==> src/hw/sdramPkg.sv <==
////////////////////////////////////////////////////////////////////////////
// one 16-bit SDRAM chip: 13-bit rows, 10-bit columns, 4 banks, CL 2
// command codes and the pin struct from sequencer to io stage live here
////////////////////////////////////////////////////////////////////////////

package sdramPkg;

	// chip side vectors
	typedef logic [4:0] sdramCmd;		// {cke, cs_l, ras_l, cas_l, we_l}
	typedef logic [12:0] rowAddr;		// also the width of the address pins
	typedef logic [9:0] colAddr;
	typedef logic [1:0] bankAddr;
	typedef logic [15:0] sdramWord;

	////////////////////////////////////////////////////////////////////////////
	// commands, cke in the top bit
	////////////////////////////////////////////////////////////////////////////
	localparam sdramCmd CmdPowerUp   = 5'b00000;	// cke and cs low while power settles
	localparam sdramCmd CmdNop       = 5'b10111;
	localparam sdramCmd CmdActivate  = 5'b10011;	// row on addr, bank on ba
	localparam sdramCmd CmdRead      = 5'b10101;	// a10 high gives auto precharge
	localparam sdramCmd CmdWrite     = 5'b10100;	// a10 high gives auto precharge
	localparam sdramCmd CmdPrecharge = 5'b10010;	// a10 high means all banks
	localparam sdramCmd CmdRefresh   = 5'b10001;
	localparam sdramCmd CmdModeSet   = 5'b10000;	// ba = 0, mode word on addr

	// timing of the chip in clocks
	localparam int CasLatency = 2;
	localparam int InitRefreshes = 10;		// auto refreshes during start-up
	localparam int RefreshSpacing = 4;		// clocks reserved per auto refresh
	localparam int AutoPrechargeBit = 10;

	// single write burst, cas latency, sequential, burst length 1
	localparam rowAddr ModeWord = {3'b000, 1'b1, 2'b00, 3'(CasLatency), 1'b0, 3'b000};

	// one clock worth of pin values, registered by the io stage
	typedef struct packed {
		sdramCmd cmd;
		rowAddr addr;			// row, column or mode word
		bankAddr bank;
		logic driveDq;			// enable the dq drivers
		sdramWord writeData;
		logic latchData;		// sample dq on the following falling edge
		logic dtack;			// active high here, inverted at the pin
		logic cpuRun;			// releases the cpu reset
	} pinDrive;

endpackage

==> src/hw/cpuBusPkg.sv <==
////////////////////////////////////////////////////////////////////////////
// 68000 side of the controller: 32-bit address, 16-bit data bus
// sequencer states are kept here with the request they act on
////////////////////////////////////////////////////////////////////////////

package cpuBusPkg;

	typedef logic [31:0] cpuAddr;
	typedef logic [15:0] cpuData;

	// one decoded cpu access
	typedef struct packed {
		sdramPkg::bankAddr bank;
		sdramPkg::rowAddr row;
		sdramPkg::colAddr col;
		logic isWrite;
		cpuData writeData;
	} memRequest;

	typedef enum logic [4:0] {
		SeqPowerUp, SeqFirstNop, SeqPrecharge, SeqInitRefresh,	// start-up
		SeqModeSet, SeqSettle,
		SeqIdle,
		SeqRefreshPrecharge, SeqRefresh,						// periodic refresh
		SeqActivate,
		SeqWriteWait, SeqWrite, SeqWriteNop,
		SeqRead, SeqReadWait,
		SeqTerminate											// hold dtack until strobes drop
	} seqState;

endpackage

==> src/hw/sdramSequencer.sv <==
////////////////////////////////////////////////////////////////////////////
// controller FSM: start-up sequence, periodic refresh, single word access
// a refresh that is due always goes ahead of a new cpu request
// reads and writes close their row with auto precharge
////////////////////////////////////////////////////////////////////////////
`timescale 1ns/100ps

module sdramSequencer #(
	parameter int PowerUpCycles = 7,		// clocks with cke low after reset
	parameter int RefreshInterval = 374		// clocks between periodic refreshes
) (
	input logic Clock,
	input logic Reset_L,
	input logic reqValid,
	input cpuBusPkg::memRequest request,
	input logic strobeActive,
	input logic cycleActive,
	output logic ready,
	output sdramPkg::pinDrive drive
);

	typedef logic [15:0] tickCount;

	localparam int SettleNops = 3;			// nops after the mode register load

	cpuBusPkg::seqState state, nextState;

	tickCount timer;						// general down counter, stops at 0
	tickCount timerValue;
	logic timerLoad;
	logic timerDone;

	tickCount refreshTimer;
	logic refreshLoad;
	logic refreshDue;
	logic refreshSlot;						// clock within a spacing slot to refresh

	cpuBusPkg::memRequest held;				// accepted request
	sdramPkg::rowAddr colWord;				// column with the auto precharge bit

	////////////////////////////////////////////////////////////////////////////
	// state and timers
	////////////////////////////////////////////////////////////////////////////

	always_ff @(posedge Clock or negedge Reset_L) begin
		if (!Reset_L) begin
			state <= cpuBusPkg::SeqPowerUp;
			timer <= tickCount'(PowerUpCycles);	// power-up wait starts with reset
			refreshTimer <= tickCount'(RefreshInterval);
		end else begin
			state <= nextState;
			if (timerLoad)
				timer <= timerValue;
			else if (!timerDone)
				timer <= timer - 1'b1;
			if (refreshLoad)
				refreshTimer <= tickCount'(RefreshInterval);
			else if (!refreshDue)
				refreshTimer <= refreshTimer - 1'b1;
		end
	end

	assign timerDone = (timer == '0);
	assign refreshDue = (refreshTimer == '0);
	assign refreshSlot = (timer % tickCount'(sdramPkg::RefreshSpacing))
		== tickCount'(sdramPkg::RefreshSpacing - 1);

	// no new cycle is taken while a refresh waits
	assign ready = (state == cpuBusPkg::SeqIdle) && !refreshDue;

	// address on accept, write data once the cpu has put it on the bus
	always_ff @(posedge Clock) begin
		if (ready && reqValid)
			held <= request;
		else if (state == cpuBusPkg::SeqWriteWait && strobeActive)
			held.writeData <= request.writeData;
	end

	always_comb begin
		colWord = '0;
		colWord[$bits(sdramPkg::colAddr)-1:0] = held.col;
		colWord[sdramPkg::AutoPrechargeBit] = 1'b1;
	end

	////////////////////////////////////////////////////////////////////////////
	// next state and pin values
	////////////////////////////////////////////////////////////////////////////

	always_comb begin
		nextState = state;
		timerLoad = 1'b0;
		timerValue = '0;
		refreshLoad = 1'b0;
		drive = '0;
		drive.cmd = sdramPkg::CmdNop;			// nop unless a state says otherwise
		drive.bank = held.bank;
		drive.writeData = held.writeData;
		drive.cpuRun = 1'b1;

		case (state)
			cpuBusPkg::SeqPowerUp: begin
				drive.cmd = sdramPkg::CmdPowerUp;
				drive.cpuRun = 1'b0;
				if (timerDone)
					nextState = cpuBusPkg::SeqFirstNop;
			end
			cpuBusPkg::SeqFirstNop: begin		// cke goes high here
				drive.cpuRun = 1'b0;
				nextState = cpuBusPkg::SeqPrecharge;
			end
			cpuBusPkg::SeqPrecharge: begin
				drive.cmd = sdramPkg::CmdPrecharge;
				drive.addr[sdramPkg::AutoPrechargeBit] = 1'b1;	// all banks
				drive.cpuRun = 1'b0;
				timerLoad = 1'b1;
				timerValue = tickCount'(sdramPkg::InitRefreshes * sdramPkg::RefreshSpacing);
				nextState = cpuBusPkg::SeqInitRefresh;
			end
			cpuBusPkg::SeqInitRefresh: begin
				drive.cpuRun = 1'b0;
				if (timerDone)
					nextState = cpuBusPkg::SeqModeSet;
				else if (refreshSlot)
					drive.cmd = sdramPkg::CmdRefresh;	// one per spacing slot
			end
			cpuBusPkg::SeqModeSet: begin
				drive.cmd = sdramPkg::CmdModeSet;
				drive.addr = sdramPkg::ModeWord;
				drive.bank = '0;
				drive.cpuRun = 1'b0;
				timerLoad = 1'b1;
				timerValue = tickCount'(SettleNops - 1);
				nextState = cpuBusPkg::SeqSettle;
			end
			cpuBusPkg::SeqSettle: begin
				drive.cpuRun = 1'b0;
				if (timerDone) begin
					refreshLoad = 1'b1;			// refresh interval starts now
					nextState = cpuBusPkg::SeqIdle;
				end
			end
			cpuBusPkg::SeqIdle: begin
				if (refreshDue)
					nextState = cpuBusPkg::SeqRefreshPrecharge;
				else if (reqValid)
					nextState = cpuBusPkg::SeqActivate;
			end
			cpuBusPkg::SeqRefreshPrecharge: begin
				drive.cmd = sdramPkg::CmdPrecharge;
				drive.addr[sdramPkg::AutoPrechargeBit] = 1'b1;
				timerLoad = 1'b1;
				timerValue = tickCount'(sdramPkg::RefreshSpacing);
				nextState = cpuBusPkg::SeqRefresh;
			end
			cpuBusPkg::SeqRefresh: begin
				if (timerDone) begin
					refreshLoad = 1'b1;
					nextState = cpuBusPkg::SeqIdle;
				end else if (refreshSlot) begin
					drive.cmd = sdramPkg::CmdRefresh;
				end
			end
			cpuBusPkg::SeqActivate: begin
				drive.cmd = sdramPkg::CmdActivate;
				drive.addr = held.row;
				nextState = held.isWrite ? cpuBusPkg::SeqWriteWait : cpuBusPkg::SeqRead;
			end
			cpuBusPkg::SeqWriteWait: begin		// data valid once uds or lds fall
				if (strobeActive)
					nextState = cpuBusPkg::SeqWrite;
			end
			cpuBusPkg::SeqWrite: begin
				drive.cmd = sdramPkg::CmdWrite;
				drive.addr = colWord;
				drive.driveDq = 1'b1;
				drive.dtack = 1'b1;
				nextState = cpuBusPkg::SeqWriteNop;
			end
			cpuBusPkg::SeqWriteNop: begin
				drive.driveDq = 1'b1;			// hold data one more clock
				drive.dtack = 1'b1;
				nextState = cpuBusPkg::SeqTerminate;
			end
			cpuBusPkg::SeqRead: begin
				drive.cmd = sdramPkg::CmdRead;
				drive.addr = colWord;
				timerLoad = 1'b1;
				timerValue = tickCount'(sdramPkg::CasLatency);
				nextState = cpuBusPkg::SeqReadWait;
			end
			cpuBusPkg::SeqReadWait: begin		// cas latency plus one clocks
				drive.latchData = 1'b1;
				drive.dtack = 1'b1;
				if (timerDone)
					nextState = cpuBusPkg::SeqTerminate;
			end
			cpuBusPkg::SeqTerminate: begin
				drive.dtack = strobeActive && cycleActive;
				if (!(strobeActive && cycleActive))
					nextState = cpuBusPkg::SeqIdle;
			end
			default: nextState = cpuBusPkg::SeqIdle;
		endcase
	end

endmodule

==> config.mk <==
export PLATFORM = sky130hd
export DESIGN_NAME = sdramSequencer
export DESIGN_NICKNAME = d
export VERILOG_FILES = /design/src/hw/sdramPkg.sv /design/src/hw/cpuBusPkg.sv /design/src/hw/sdramSequencer.sv
export SDC_FILE = /design/constraint.sdc
export NUM_CORES = 1
export LEC_CHECK = 0
export ABC_AREA = 1
export BUFFER_PORTS_ARGS = -buffer_cell sky130_fd_sc_hd__clkbuf_2
export CAP_MARGIN = 20
export CORE_MARGIN = 4
export CORE_UTILIZATION = 50
export DETAILED_ROUTE_END_ITERATION = 8
export HOLD_SLACK_MARGIN = 0.08
export PLACE_DENSITY = 0.74
export SLEW_MARGIN = 20
export SYNTH_ARGS = -nofsm -noshare
export SYNTH_HDL_FRONTEND = slang
export SYNTH_SLANG_ARGS = --single-unit
==> constraint.sdc <==
create_clock -name Clock -period 8.6 [get_ports Clock]
set_input_delay 2.58 -clock Clock [delete_from_list [all_inputs] [get_ports Clock]]
set_output_delay 2.58 -clock Clock [all_outputs]
set_load 0.1 [all_outputs]
-- Yosys cells after proc, flatten, opt, wreduce, memory -nomap -nowiden
Cells that the tools add are included.
- memories: 0
- memory bits (read-only): 0
- bits in writable memories: 0
- bits in registers: 79
- input bits: 47
- bits in latches: 0
- logic and storage cells: 86
- output and inout port bits: 41
- $add $sub $neg: 2
- divide/modulo/power cells: 0
- muxes and demuxes: 31
- bitwise gates (word level): 0
- reductions and logical operators: 20
- multiply operators: 0
- order comparisons: 0
- shift operators: 0
- eq/ne operators: 25
- operators with widths (operator ; number):
    $mux W16 ; 6
    $pmux W5 S15 ; 1
    $mux W5 ; 9
    $eq A5 B4 Y1 const B ; 8
    $pmux W5 S7 ; 1
    $logic_not A16 Y1 ; 2
    $sub A16 B1 Y16 const B ; 2
    $pmux W10 S3 ; 1
    $eq A5 B3 Y1 const B ; 4
    $pmux W6 S3 ; 1
    $ne A2 B2 Y1 const B ; 7
    $reduce_or A2 Y1 ; 6
    $eq A5 B2 Y1 const B ; 2
    $reduce_or A4 Y1 ; 2
    $reduce_and A7 Y1 ; 1
    $mux W1 ; 6
    $mux W3 ; 2
    $reduce_or A6 Y1 ; 1
    $eq A5 B1 Y1 const B ; 1
    $logic_not A5 Y1 ; 1
    $logic_and A1 B1 Y1 ; 4
    $mux W2 ; 2
    $pmux W1 S2 ; 2
    $ne A3 B3 Y1 const B ; 1
    other kinds (5) ; 5

-- Depth between registers and ports, before layout
Gate-level depths: netlist of the first run.
- word-level depth: 5
- mapped depth: 11

-- Least setup slack after synthesis of the first run
Ideal clock, no wire load.
- path type: in2out
- from: input port cycleActive
- to: output port drive[1] in the netlist's numbering
- slack: 2.463 ns
- data arrival time: 3.557 ns
- data required time: 6.020 ns
- cell stages on the path: 2
- cell sequence: nand4_1 -> nand4_1
- RTL lines (what ; RTL line ; RTL):
    start, declared ; sdramSequencer.sv:17 ; input logic cycleActive,
    end, declared ; sdramSequencer.sv:19 ; output sdramPkg::pinDrive drive

==> metrics.md, run 1 <==
| Metric | Value |
|---|---|
| # diodes | 0 |
| TritonCTS Buffers | 9 |
| Seq/Total Area, Yosys | 54.5% |
| Critical-path cell list | clkbuf_2, nand4_1, nand4_1, clkbuf_2 |
| Clock Tree Root | clkbuf_8 |
| Required time worst endpoint | 6.02 ns |
| Max Cap Violations | 0 |
| Vias in the first global route | between 3,000 and 4,000 |
| Most common cell after layout, fill and taps aside | clkbuf_2 |
| Count of cell types in the netlist | 36 |
| Clk Latency, worst-skew pair | 0.35 ns |
| Tmin final | 5.93 ns |
| Critical-path top delay cell | clkbuf_2 |
| Seq pwr share | 48.7% |
| WL per Instance | 12.9 um |
| Total core area | about 7700 um^2 |
| Critical Path Stages | 4 |
| First-pass GRT wire length | 13,700 um |
| Sequential Area | 2170 um^2 |
| Drt first-iter violations | 152 |
| # rows | 32 |
| R2R setup slack | 6.19 ns |
| Largest area contributor in the netlist | edfxtp_1 |
| Cell count after placement | 602 |
| Die H | 97.3 um |
| Status | finished, final reports clean |
| Hold buffer count at CTS | 0 |
| CP arrival | 3.35 ns |
| Main synth FF type | edfxtp_1 |
| Max-slew headroom | 38.8% |
| Hold path depth | 2 |
| Clk slew on worst S/H paths | 0.09 ns |
| Worst slew pin tran | between 0.9 and 1 ns |
| CP Launch Type | primary input |
| Routed WL | 7950 um |
| Setup CP Type | in -> out |
| Ports | 88 |
| Multi-input logic area | about 1400 um^2 |
| GPL Wtd Cong | 0.905 |
| Vias per cell | around 5.0 |
| CP bufs+invs | 2 |
| Mapped Area | 3990 um^2 |
| Net Sw Frac | about 32% |
| Layout net count | about 560 |
| Via count | 3,082 |
| Cell Pwr Density | 184 nW/um^2 |
| # Post-CTS Setup Buffers | 0 |
| Top Family by Delay on Critical Path | buffers and inverters |
| CP endpoint kind | output port |
| Fillers | ~670 |
| Dpl hpwl | 6050 um |
| Total Power | 0.846 mW |
| Cell Int Power | between 0.5 and 0.6 mW |
| Die area | 9480 um^2 |
| Synth top area cells | edfxtp_1, dfrtp_1, nand2_1 |
| CTS sink count | 78 |
| Largest net degree at the start of global routing | 37 |
| # setup viols final | 0 |
| Worst hold path type | reg -> reg |
| # DRC | 0 |
| Fraction of registers with async set/reset | 46.2% |
| Switching pwr | between 0.2 and 0.3 mW |
| Max stage delay on crit path | 0.46 ns |
| CTS Buffer Depth | 2 |
| Register-to-Register Path Depth | 7 |
| EDFF count, synth | 42 |
| Final max-slew violation count | 0 |
| Post-Layout Cell Count | 618 |
| CTS resizes | 0 |
| Final Hold Viols | 0 |
| I/O Buffers | 86 |
| Worst Clk Skew | approximately 0.0086 ns |
| Gate power share | 17.0% |
| RSZ-0062 raised after global routing | false |
| Warnings from Yosys | 0 |
| Worst IR drop on VDD | 0.000175 V |
| LEAKAGE | between 2 and 2.5 nW |
| Final period util | 68.9% |
| Global route overflow | 0 |
| Clk pwr share | 34.3% |
| Die W | 97.3 um |
| Drt pass-1 iters | 4 |
| Total Routing Usage GR | ~18% |
| Htree depth | 3 |
| Layout cells sized above 1 | between 20% and 30% |
| Synthesized instance count | about 440 |
| Most frequent cells in the layout | clkbuf_2, nand2_1, nor2_1 |
| Syn avg cell area | 9.18 um^2 |
| Max Freq | 169 MHz |
| Syn-to-layout area delta | 15.2% |
| Share of the synthesized area in the top cell type | between 30% and 40% |
| Setup_tns | 0 ns |
| Synth Register Bits | 78 |
| Initial antenna violation count | 0 |
| Syn_nets | around 490 |
| Starting Density | 51.7% |
| CTS tree | yes |
| Antenna viol nets, final | 0 |
| Max FO, Critical Path | 3 |
-- kinds of logic (layout without fill, tap and decap cells) --
group | count (synthesis) | in the layout | share of synthesized area [%]
AO/OA/AOI/OAI | 48 | 48 | 7.99
buffers and inverters | 75 | 156 | 9.59
adder cells (fa/ha/maj) | 3 | 3 | 0.941
AND/OR/NAND/NOR | 220 | 220 | 24.7
flip-flops | 78 | 78 | 54.5
other | 1 | 1 | 0.0940
XOR/XNOR | 10 | 10 | 2.19
-- path summary, 6_finish.rpt --
check,endpoint,start
max,drive[1],strobeActive
max reg2reg,colWord[6]$_DFFE_PP_,refreshTimer[1]$_DFFE_PN1P_
min in group asynchronous,timer[9]$_DFFE_PN0P_,Reset_L
min reg2reg,timer[0]$_DFFE_PN1P_,timer[0]$_DFFE_PN1P_
max in group asynchronous,state[1]$_DFFE_PN0P_,Reset_L
min,timer[0]$_DFFE_PN1P_,timer[0]$_DFFE_PN1P_
-- cell type report --
type,instances,share of cell area (%)
tap,102,2.77
clock buffer,9,2.69
timing repair buffer,87,9.52
multi-input combinational,282,31.4
inverter,53,4.49
sequential,78,47.3
clock inverter,7,1.90
-- cell usage after synthesis, types with 2 or more instances --
library cell,count
a211oi_2,2
nor2_1,67
buf_2,2
inv_2,5
o211ai_1,4
nor3_1,11
dfstp_2,9
o21ai_2,3
inv_1,47
xnor2_1,8
o21ai_0,12
dfrtp_1,27
nand2_2,6
nand3_1,26
nand2_1,84
nor2_2,9
nand4_1,7
edfxtp_1,42
nand2_4,2
buf_4,18
a21oi_1,14
a21oi_2,2
ha_1,3
a22o_1,8
nand3b_1,5
xor2_1,2
-- registers in the layout, summed over array words and instances, names as in the netlist --
| signal | cells |
|---|---|
| colWord | 10 |
| drive | 16 |
| held | 16 |
| refreshTimer | 16 |
| state | 4 |
| timer | 16 |
-- stage by stage --
| step | hold WS, ns | utilization [%] | cell area [um^2] | worst slack, ns |
|---|---|---|---|---|
| 4_1_cts | 0.489 | 59.5 | 4600 | 2.68 |
| 6_report | 0.487 | 59.5 | 4600 | 2.67 |
| 2_1_floorplan | 0.456 | - | 3990 | 2.46 |
| 5_1_grt | 0.536 | 59.5 | 4600 | 2.65 |
| 3_3_place_gp | 0.472 | 56.7 | 4380 | 2.70 |
| 3_5_place_dp | 0.476 | 56.8 | 4390 | 2.68 |
-- power by group through the flow --
stage          clock [mW]  sequential [mW]  combinational, mW
4_1_cts             0.299            0.412              0.145
6_report            0.291            0.412              0.144
2_1_floorplan           0            0.419              0.122
3_3_place_gp            0            0.420              0.143
3_5_place_dp            0            0.420              0.145
5_1_grt             0.320            0.413              0.153
-- worst min-delay path: stages (launching register included) --
cell and delay (ns):
dfstp_2 0.38, nand2_1 0.06, nand2_1 0.05
-- metal layers --
layer,global-route usage [%],up-vias,share of wire (%)
li1,-,1569,-
met1,22.1,1392,44
met2,28.8,110,47
met3,6.25,11,7.9
met4,5.32,0,1.2
met5,0,-,0
Note: power is estimated with default switching activity, not from simulation.
==> run 2, diff against run 1 <==
--- a/config.mk
+++ b/config.mk
@@ -5,7 +5,7 @@
 export SDC_FILE = /design/constraint.sdc
 export NUM_CORES = 1
 export LEC_CHECK = 0
-export ABC_AREA = 1
+export ABC_AREA = 0
 export BUFFER_PORTS_ARGS = -buffer_cell sky130_fd_sc_hd__clkbuf_2
 export CAP_MARGIN = 20
 export CORE_MARGIN = 4
==> constraint.sdc (replaced) <==
create_clock -name Clock -period 5.5 [get_ports Clock]
set_input_delay 1.65 -clock Clock [delete_from_list [all_inputs] [get_ports Clock]]
set_output_delay 1.65 -clock Clock [all_outputs]
set_load 0.1 [all_outputs]
==> metrics.md, run 2 <==
| Metric | Value |
|---|---|
| CTS sink count | 78 (unchanged) |
| Die W | 98.2 um (was 97.3 um) |
| Largest net degree at the start of global routing | 41 (was 37) |
| CTS Buffer Depth | 2 (unchanged) |
| Synth cell count leaders | edfxtp_1, nor2_1, nand2_1 (was nand2_1, nor2_1, inv_1) |
| GPL Wtd Cong | 0.852 (was 0.905) |
| Max stage delay on crit path | 1.05 ns (was 0.46 ns) |
| Fraction of registers with async set/reset | 46.2% (unchanged) |
| Drt pass-1 iters | 5 (was 4) |
| Cell count after placement | 545 (was 602) |
| Warnings from Yosys | 0 (unchanged) |
| Post-Layout Cell Count | 561 (was 618) |
| Syn avg cell area | 10.3 um^2 (was 9.18 um^2) |
| Worst slew pin tran | 1.07 ns (was 0.918 ns) |
| # setup viols final | 0 (unchanged) |
| Vias in the first global route | 2,925 (was 3,091) |
| Count of cell types in the netlist | 57 (was 36) |
| Ports | 88 (unchanged) |
| Largest area contributor in the netlist | edfxtp_1 (unchanged) |
| Dpl hpwl | 5900 um (was 6050 um) |
| Most common cell after layout, fill and taps aside | clkbuf_2 (unchanged) |
| Final period util | 78.1% |
| Seq/Total Area, Yosys | 53.4% (was 54.5%) |
| # rows | 32 (unchanged) |
| TritonCTS Buffers | 9 (unchanged) |
| Critical-path top delay cell | dfrtp_1 (was clkbuf_2) |
| Syn_nets | 443 (was 485) |
| Die H | 98.2 um (was 97.3 um) |
| Via count | 3,053 (was 3,082) |
| Worst Clk Skew | 0.0121 ns (was 0.00860 ns) |
| Worst hold path type | reg -> reg (unchanged) |
| # DRC | 0 (unchanged) |
| Layout cells sized above 1 | 27.2% (was 28.1%) |
| Setup CP Type | reg -> out (was in -> out) |
| Tmin final | 4.30 ns |
| CTS resizes | 0 (unchanged) |
| Hold path depth | 2 (unchanged) |
| Register-to-Register Path Depth | 3 (was 7) |
| Hold_sp | refreshTimer[5]$_DFFE_PN1P_ (was timer[0]$_DFFE_PN1P_) |
| LEAKAGE | 2.00 nW (was 2.26 nW) |
| Routed WL | 8310 um (was 7950 um) |
| Critical-path cell list | buf_4, nand2b_1, o21ai_0, a32o_1, clkbuf_2 (was clkbuf_2, nand4_1, nand4_1, clkbuf_2) |
| Post-Place Setup Slack | 1.25 ns (was 2.68 ns) |
| Clk Latency, worst-skew pair | 0.35 ns (about the same) |
| Synthesized instance count | 393 (was 435) |
| Final WS setup | 1.20 ns (was 2.67 ns) |
| Total Routing Usage GR | 17.5% (was 17.6%) |
| Clk slew on worst S/H paths | 0.09 ns (about the same) |
| WL per Instance | 14.8 um (was 12.9 um) |
| Max Freq | 233 MHz |
| First-pass GRT wire length | 13,700 um (about the same) |
| Max-slew headroom | 28.6% (was 38.8%) |
| Share of the synthesized area in the top cell type | 31.0% (was 31.6%) |
| # Post-CTS Setup Buffers | 0 (unchanged) |
| Setup_tns | 0 ns (unchanged) |
| Main synth FF type | edfxtp_1 (unchanged) |
| Clock Tree Root | clkbuf_8 (unchanged) |
| Antenna viol nets, final | 0 (unchanged) |
| I/O Buffers | 86 (unchanged) |
| CTS tree | yes (unchanged) |
| Status | finished, final reports clean (unchanged) |
| Synth Register Bits | 78 (unchanged) |
| Total core area | 7810 um^2 (was 7730 um^2) |
| Initial antenna violation count | 0 (unchanged) |
| RSZ-0062 raised after global routing | false (unchanged) |
| Mapped Area | 4070 um^2 (was 3990 um^2) |
| Worst IR drop on VDD | 0.000209 V (was 0.000175 V) |
| Final Hold Viols | 0 (unchanged) |
| # diodes | 0 (unchanged) |
| Max FO, Critical Path | 33 (was 3) |
| Die area | 9640 um^2 (was 9480 um^2) |
| CP arrival | 2.65 ns (was 3.35 ns) |
| CP endpoint kind | output port (unchanged) |
| Max Cap Violations | 0 (unchanged) |
| Hold buffer count at CTS | 0 (unchanged) |
| Layout net count | 504 (was 561) |
| Most frequent cells in the layout | clkbuf_2, nor2_1, edfxtp_1 (was clkbuf_2, nand2_1, nor2_1) |
| Global route overflow | 0 (unchanged) |
| Final max-slew violation count | 0 (unchanged) |
| Required time worst endpoint | 3.85 ns (was 6.02 ns) |
| Cell Pwr Density | 280 nW/um^2 (was 184 nW/um^2) |
| Synth top area cells | edfxtp_1, dfrtp_1, dfstp_2 (was edfxtp_1, dfrtp_1, nand2_1) |
| EDFF count, synth | 42 (unchanged) |
| RR Startpoint | state[1]$_DFFE_PN0P_ (was refreshTimer[1]$_DFFE_PN1P_) |
| WHS Endpoint | refreshTimer[5]$_DFFE_PN1P_ (was timer[0]$_DFFE_PN1P_) |
| Syn-to-layout area delta | 14.4% (was 15.2%) |
| R2R setup slack | 2.77 ns (was 6.19 ns) |
| Starting Density | 52.1% (was 51.7%) |
| CP Launch Type | flop (was primary input) |
| Drt first-iter violations | 174 (was 152) |
| FF-to-FF End | colWord[7]$_DFFE_PP_ (was colWord[6]$_DFFE_PP_) |
| Vias per cell | 5.44 (was 4.99) |
| Htree depth | 3 (unchanged) |
[run 2: worst max-delay path: cells and delay by family (launching register included)]
family	cells	cell delay (ns)
DFF	1	1.05
and+or+nand+nor	1	0.16
AOI/OAI and AO/OA	2	0.36
buffers and inverters	2	0.72
[run 2: logic make-up after synthesis]
logic type               count (synthesis)  share of synthesized area (%)
AND/OR/NAND/NOR                        157                           19.8
flip-flops                              78                           53.4
AO/OA/AOI/OAI                           72                           11.8
buffers and inverters                   47                           6.00
XOR/XNOR                                23                           4.95
multiplexers                            12                           3.02
adder cells (fa/ha/maj)                  3                          0.923
other                                    1                         0.0922
[run 2: through the flow]
stage               util (%)  power [mW]  area (um^2)  hold slack, ns
floorplan                  -       0.839         4070           0.479
global placement        56.8       0.876         4430           0.496
detailed placement      56.8       0.880         4430           0.507
CTS                     59.5        1.31         4640           0.522
global route            59.6        1.36         4650           0.532
finish                  59.6        1.30         4650           0.521
[run 2: where the power goes]
group          internal [mW]  total [mW]  leakage, nW  switching (mW)
sequential             0.636       0.656        0.837          0.0197
combinational         0.0477       0.211         1.06           0.164
clock                  0.201       0.434       0.0993           0.233
[run 2: cell type report]
cell class,instances,area [um^2]
fill,673,3160
sequential,78,2170
multi-input combinational,268,1660
timing repair buffer,89,453
clock buffer,10,149
tap,102,128
clock inverter,6,60.1
inverter,8,30.0
[run 2: routing by layer]
layer | up-vias | wire length (um) | track usage [%] | share of wire (%)
met1 | 1423 | 3720 | 23.1 | 45
met5 | - | 0 | 0 | 0
met3 | 8 | 516 | 3.71 | 6.2
met2 | 99 | 3980 | 28.4 | 48
met4 | 0 | 94 | 6.72 | 1.1
li1 | 1523 | - | - | -
[run 2: worst max-delay path by stage]
stage / start / end / slack (ns)
after floorplan: state[3]$_DFFE_PN0P_ / drive[27] / 0.44
after global placement: strobeActive / drive[1] / 1.28
after detailed placement: strobeActive / drive[1] / 1.25
after CTS: state[1]$_DFFE_PN0P_ / drive[36] / 1.20
after global routing: state[1]$_DFFE_PN0P_ / drive[36] / 1.03
final: state[1]$_DFFE_PN0P_ / drive[32] / 1.20
==> run 3, diff against run 2 <==
--- a/config.mk
+++ b/config.mk
@@ -5,14 +5,14 @@
 export SDC_FILE = /design/constraint.sdc
 export NUM_CORES = 1
 export LEC_CHECK = 0
-export ABC_AREA = 0
+export ABC_AREA = 1
 export BUFFER_PORTS_ARGS = -buffer_cell sky130_fd_sc_hd__clkbuf_2
 export CAP_MARGIN = 20
 export CORE_MARGIN = 4
-export CORE_UTILIZATION = 50
+export CORE_UTILIZATION = 49
 export DETAILED_ROUTE_END_ITERATION = 8
 export HOLD_SLACK_MARGIN = 0.08
-export PLACE_DENSITY = 0.74
+export PLACE_DENSITY = 0.76
 export SLEW_MARGIN = 20
 export SYNTH_ARGS = -nofsm -noshare
 export SYNTH_HDL_FRONTEND = slang
==> constraint.sdc (replaced) <==
create_clock -name Clock -period 3.5 [get_ports Clock]
set_input_delay 1.05 -clock Clock [delete_from_list [all_inputs] [get_ports Clock]]
set_output_delay 1.05 -clock Clock [all_outputs]
set_load 0.1 [all_outputs]
==> metrics.md, run 3 (synthesis gave the netlist of run 1 again) <==
| Metric | Value |
|---|---|
| Total core area | 7810 um^2 (unchanged) |
| Antenna viol nets, final | 0 (unchanged) |
| Clk slew on worst S/H paths | 0.09 ns (about the same) |
| Net Sw Frac | 28.9% (was 32.0%) |
| Routed WL | 8080 um (was 8310 um) |
| CP bufs+invs | 3 (was 2) |
| Worst slew pin tran | 0.916 ns (was 1.07 ns) |
| Fillers | 671 (was 673) |
| Vias in the first global route | 3,113 (was 2,925) |
| # diodes | 0 (unchanged) |
| Dpl hpwl | 6130 um (was 5900 um) |
| Drt first-iter violations | 175 (was 174) |
| Global route overflow | 0 (unchanged) |
| CP Launch Type | flop (unchanged) |
| Post-Layout Cell Count | 621 (was 561) |
| CTS Buffer Depth | 2 (unchanged) |
| Status | finished, final reports clean (unchanged) |
| # Post-CTS Setup Buffers | 0 (unchanged) |
| Most common cell after layout, fill and taps aside | nand2_1 (was clkbuf_2) |
| Top Family by Delay on Critical Path | buffers and inverters (was flip-flops) |
| Layout Utilization | 59.6% (about the same) |
| Final Hold Viols | 0 (unchanged) |
| # DRC | 0 (unchanged) |
| First-pass GRT wire length | 13,600 um (was 13,700 um) |
| Max-slew headroom | 38.9% (was 28.6%) |
| Drt pass-1 iters | 5 (unchanged) |
| Worst Clk Skew | 0.0106 ns (was 0.0121 ns) |
| Total Routing Usage GR | 17.4% (was 17.5%) |
| CP arrival | 2.28 ns (was 2.65 ns) |
| Max FO, Critical Path | 8 (was 33) |
| Max Cap Violations | 0 (unchanged) |
| Largest net degree at the start of global routing | 37 (was 41) |
| LEAKAGE | 2.28 nW (was 2.00 nW) |
| Required time worst endpoint | 2.45 ns (was 3.85 ns) |
| Die W | 98.3 um (was 98.2 um) |
| # setup viols final | 0 (unchanged) |
| Most frequent CP cell | nand2_1 |
| Vias per cell | 5.00 (was 5.44) |
| Critical-path top delay cell | dfrtp_1 (unchanged) |
| Max stage delay on crit path | 0.49 ns (was 1.05 ns) |
| Cell count after placement | 605 (was 545) |
| Final hold slack | 0.491 ns (was 0.521 ns) |
| Seq pwr share | 46.6% (was 50.4%) |
| CTS sink count | 78 (unchanged) |
| Syn-to-layout area delta | 16.6% (was 14.4%) |
| GPL Wtd Cong | 0.900 (was 0.852) |
| Cell Pwr Density | 467 nW/um^2 (was 280 nW/um^2) |
| Starting Density | 51.1% (was 52.1%) |
| TritonCTS Buffers | 9 (unchanged) |
| Clk Latency, worst-skew pair | 0.34 ns (was 0.35 ns) |
| Layout net count | 564 (was 504) |
| I/O Buffers | 86 (unchanged) |
| Max Freq | 300 MHz |
| Clock Tree Root | clkbuf_8 (unchanged) |
| RSZ-0062 raised after global routing | false (unchanged) |
| Worst hold path type | reg -> reg (unchanged) |
| Post-route cell area | 4650 um^2 (about the same) |
| Setup CP Type | reg -> out (unchanged) |
| CP endpoint kind | output port (unchanged) |
| CTS tree | yes (unchanged) |
| Final period util | 95.2% |
| Die H | 98.3 um (was 98.2 um) |
| Via count | 3,107 (was 3,053) |
| Post-DP Area | 4410 um^2 (was 4430 um^2) |
| Ports | 88 (unchanged) |
| Tmin final | 3.33 ns |
| Initial antenna violation count | 0 (unchanged) |
| Clk pwr share | 37.0% (was 33.4%) |
| Layout cells sized above 1 | 28.3% (was 27.2%) |
| Final max-slew violation count | 0 (unchanged) |
| Cell Int Power | 1.55 mW (was 0.885 mW) |
| Setup_tns | 0 ns (unchanged) |
| Worst IR drop on VDD | 0.000283 V (was 0.000209 V) |
| Switching pwr | 0.627 mW (was 0.416 mW) |
| # rows | 32 (unchanged) |
| Gate power share | 16.4% (was 16.2%) |
| Critical-path cell list | inv_1, nand2_1, nor2_2, buf_4, a22oi_1, nand2_1, clkbuf_2 (was buf_4, nand2b_1, o21ai_0, a32o_1, clkbuf_2) |
| WL per Instance | 13.0 um (was 14.8 um) |
| Htree depth | 3 (unchanged) |
| Die area | 9650 um^2 (was 9640 um^2) |
| Most frequent cells in the layout | nand2_1, clkbuf_2, nor2_1 (was clkbuf_2, nor2_1, edfxtp_1) |
==> run 3: stage by stage <==
step                power, mW  setup WS [ns]
detailed placement       1.39          0.441
floorplan                1.33          0.231
finish                   2.17          0.167
CTS                      2.19         0.0638
global route             2.27        0.00964
global placement         1.38          0.518
==> run 3: layer usage <==
layer / share of wire, % / wire, um / up-vias / global-route usage, %
met3: 6.7 / 541 / 10 / 5.43
met2: 48 / 3910 / 103 / 28.5
met5: 0 / 0 / - / 0
met1: 44 / 3550 / 1422 / 22.0
met4: 0.94 / 76 / 0 / 6.20
li1: - / - / 1572 / -
==> run 3: cell type report <==
type | instances | area (um^2) | area share (%)
sequential | 78 | 2170 | 46.7
clock inverter | 5 | 108 | 2.31
tap | 102 | 128 | 2.74
clock buffer | 11 | 131 | 2.82
timing repair buffer | 90 | 468 | 10.1
multi-input combinational | 282 | 1440 | 30.9
inverter | 53 | 206 | 4.44
==> run 3: power groups by stage <==
stage | clock, mW | combinational (mW) | sequential (mW)
finish | 0.804 | 0.357 | 1.01
global route | 0.874 | 0.379 | 1.02
CTS | 0.822 | 0.357 | 1.01
detailed placement | 0 | 0.356 | 1.03
global placement | 0 | 0.352 | 1.03
floorplan | 0 | 0.299 | 1.03
==> run 3: repair_timing <==
action                                  CTS  global route
resized for setup                         0             8
hold buffers                              0             0
endpoints found under the setup margin    0             4
==> run 3: path summary, 6_finish.rpt <==
kind | startpoint | depth (start not counted) | to | slack (ns)
max in group asynchronous | Reset_L | 1 | refreshTimer[14]$_DFFE_PN0P_ | 2.09
worst max register to register | refreshTimer[1]$_DFFE_PN1P_ | 8 | drive[10]$_DFFE_PP_ | 1.50
worst max-delay path | state[2]$_DFFE_PN0P_ | 7 | drive[27] | 0.17
worst min register to register | timer[0]$_DFFE_PN1P_ | 2 | timer[0]$_DFFE_PN1P_ | 0.49
min in group asynchronous | Reset_L | 1 | timer[9]$_DFFE_PN0P_ | 0.83
worst min-delay path | timer[0]$_DFFE_PN1P_ | 2 | timer[0]$_DFFE_PN1P_ | 0.49
==> run 3: worst reg2reg max path: cells and delay by family (launching register included) <==
kind / cells / cell delay [ns]
buffers and inverters: 2 / 0.31
adders and majority gates: 1 / 0.21
and+or+nand+nor: 4 / 0.42
AOI/OAI and AO/OA: 1 / 0.21
DFF: 1 / 0.54
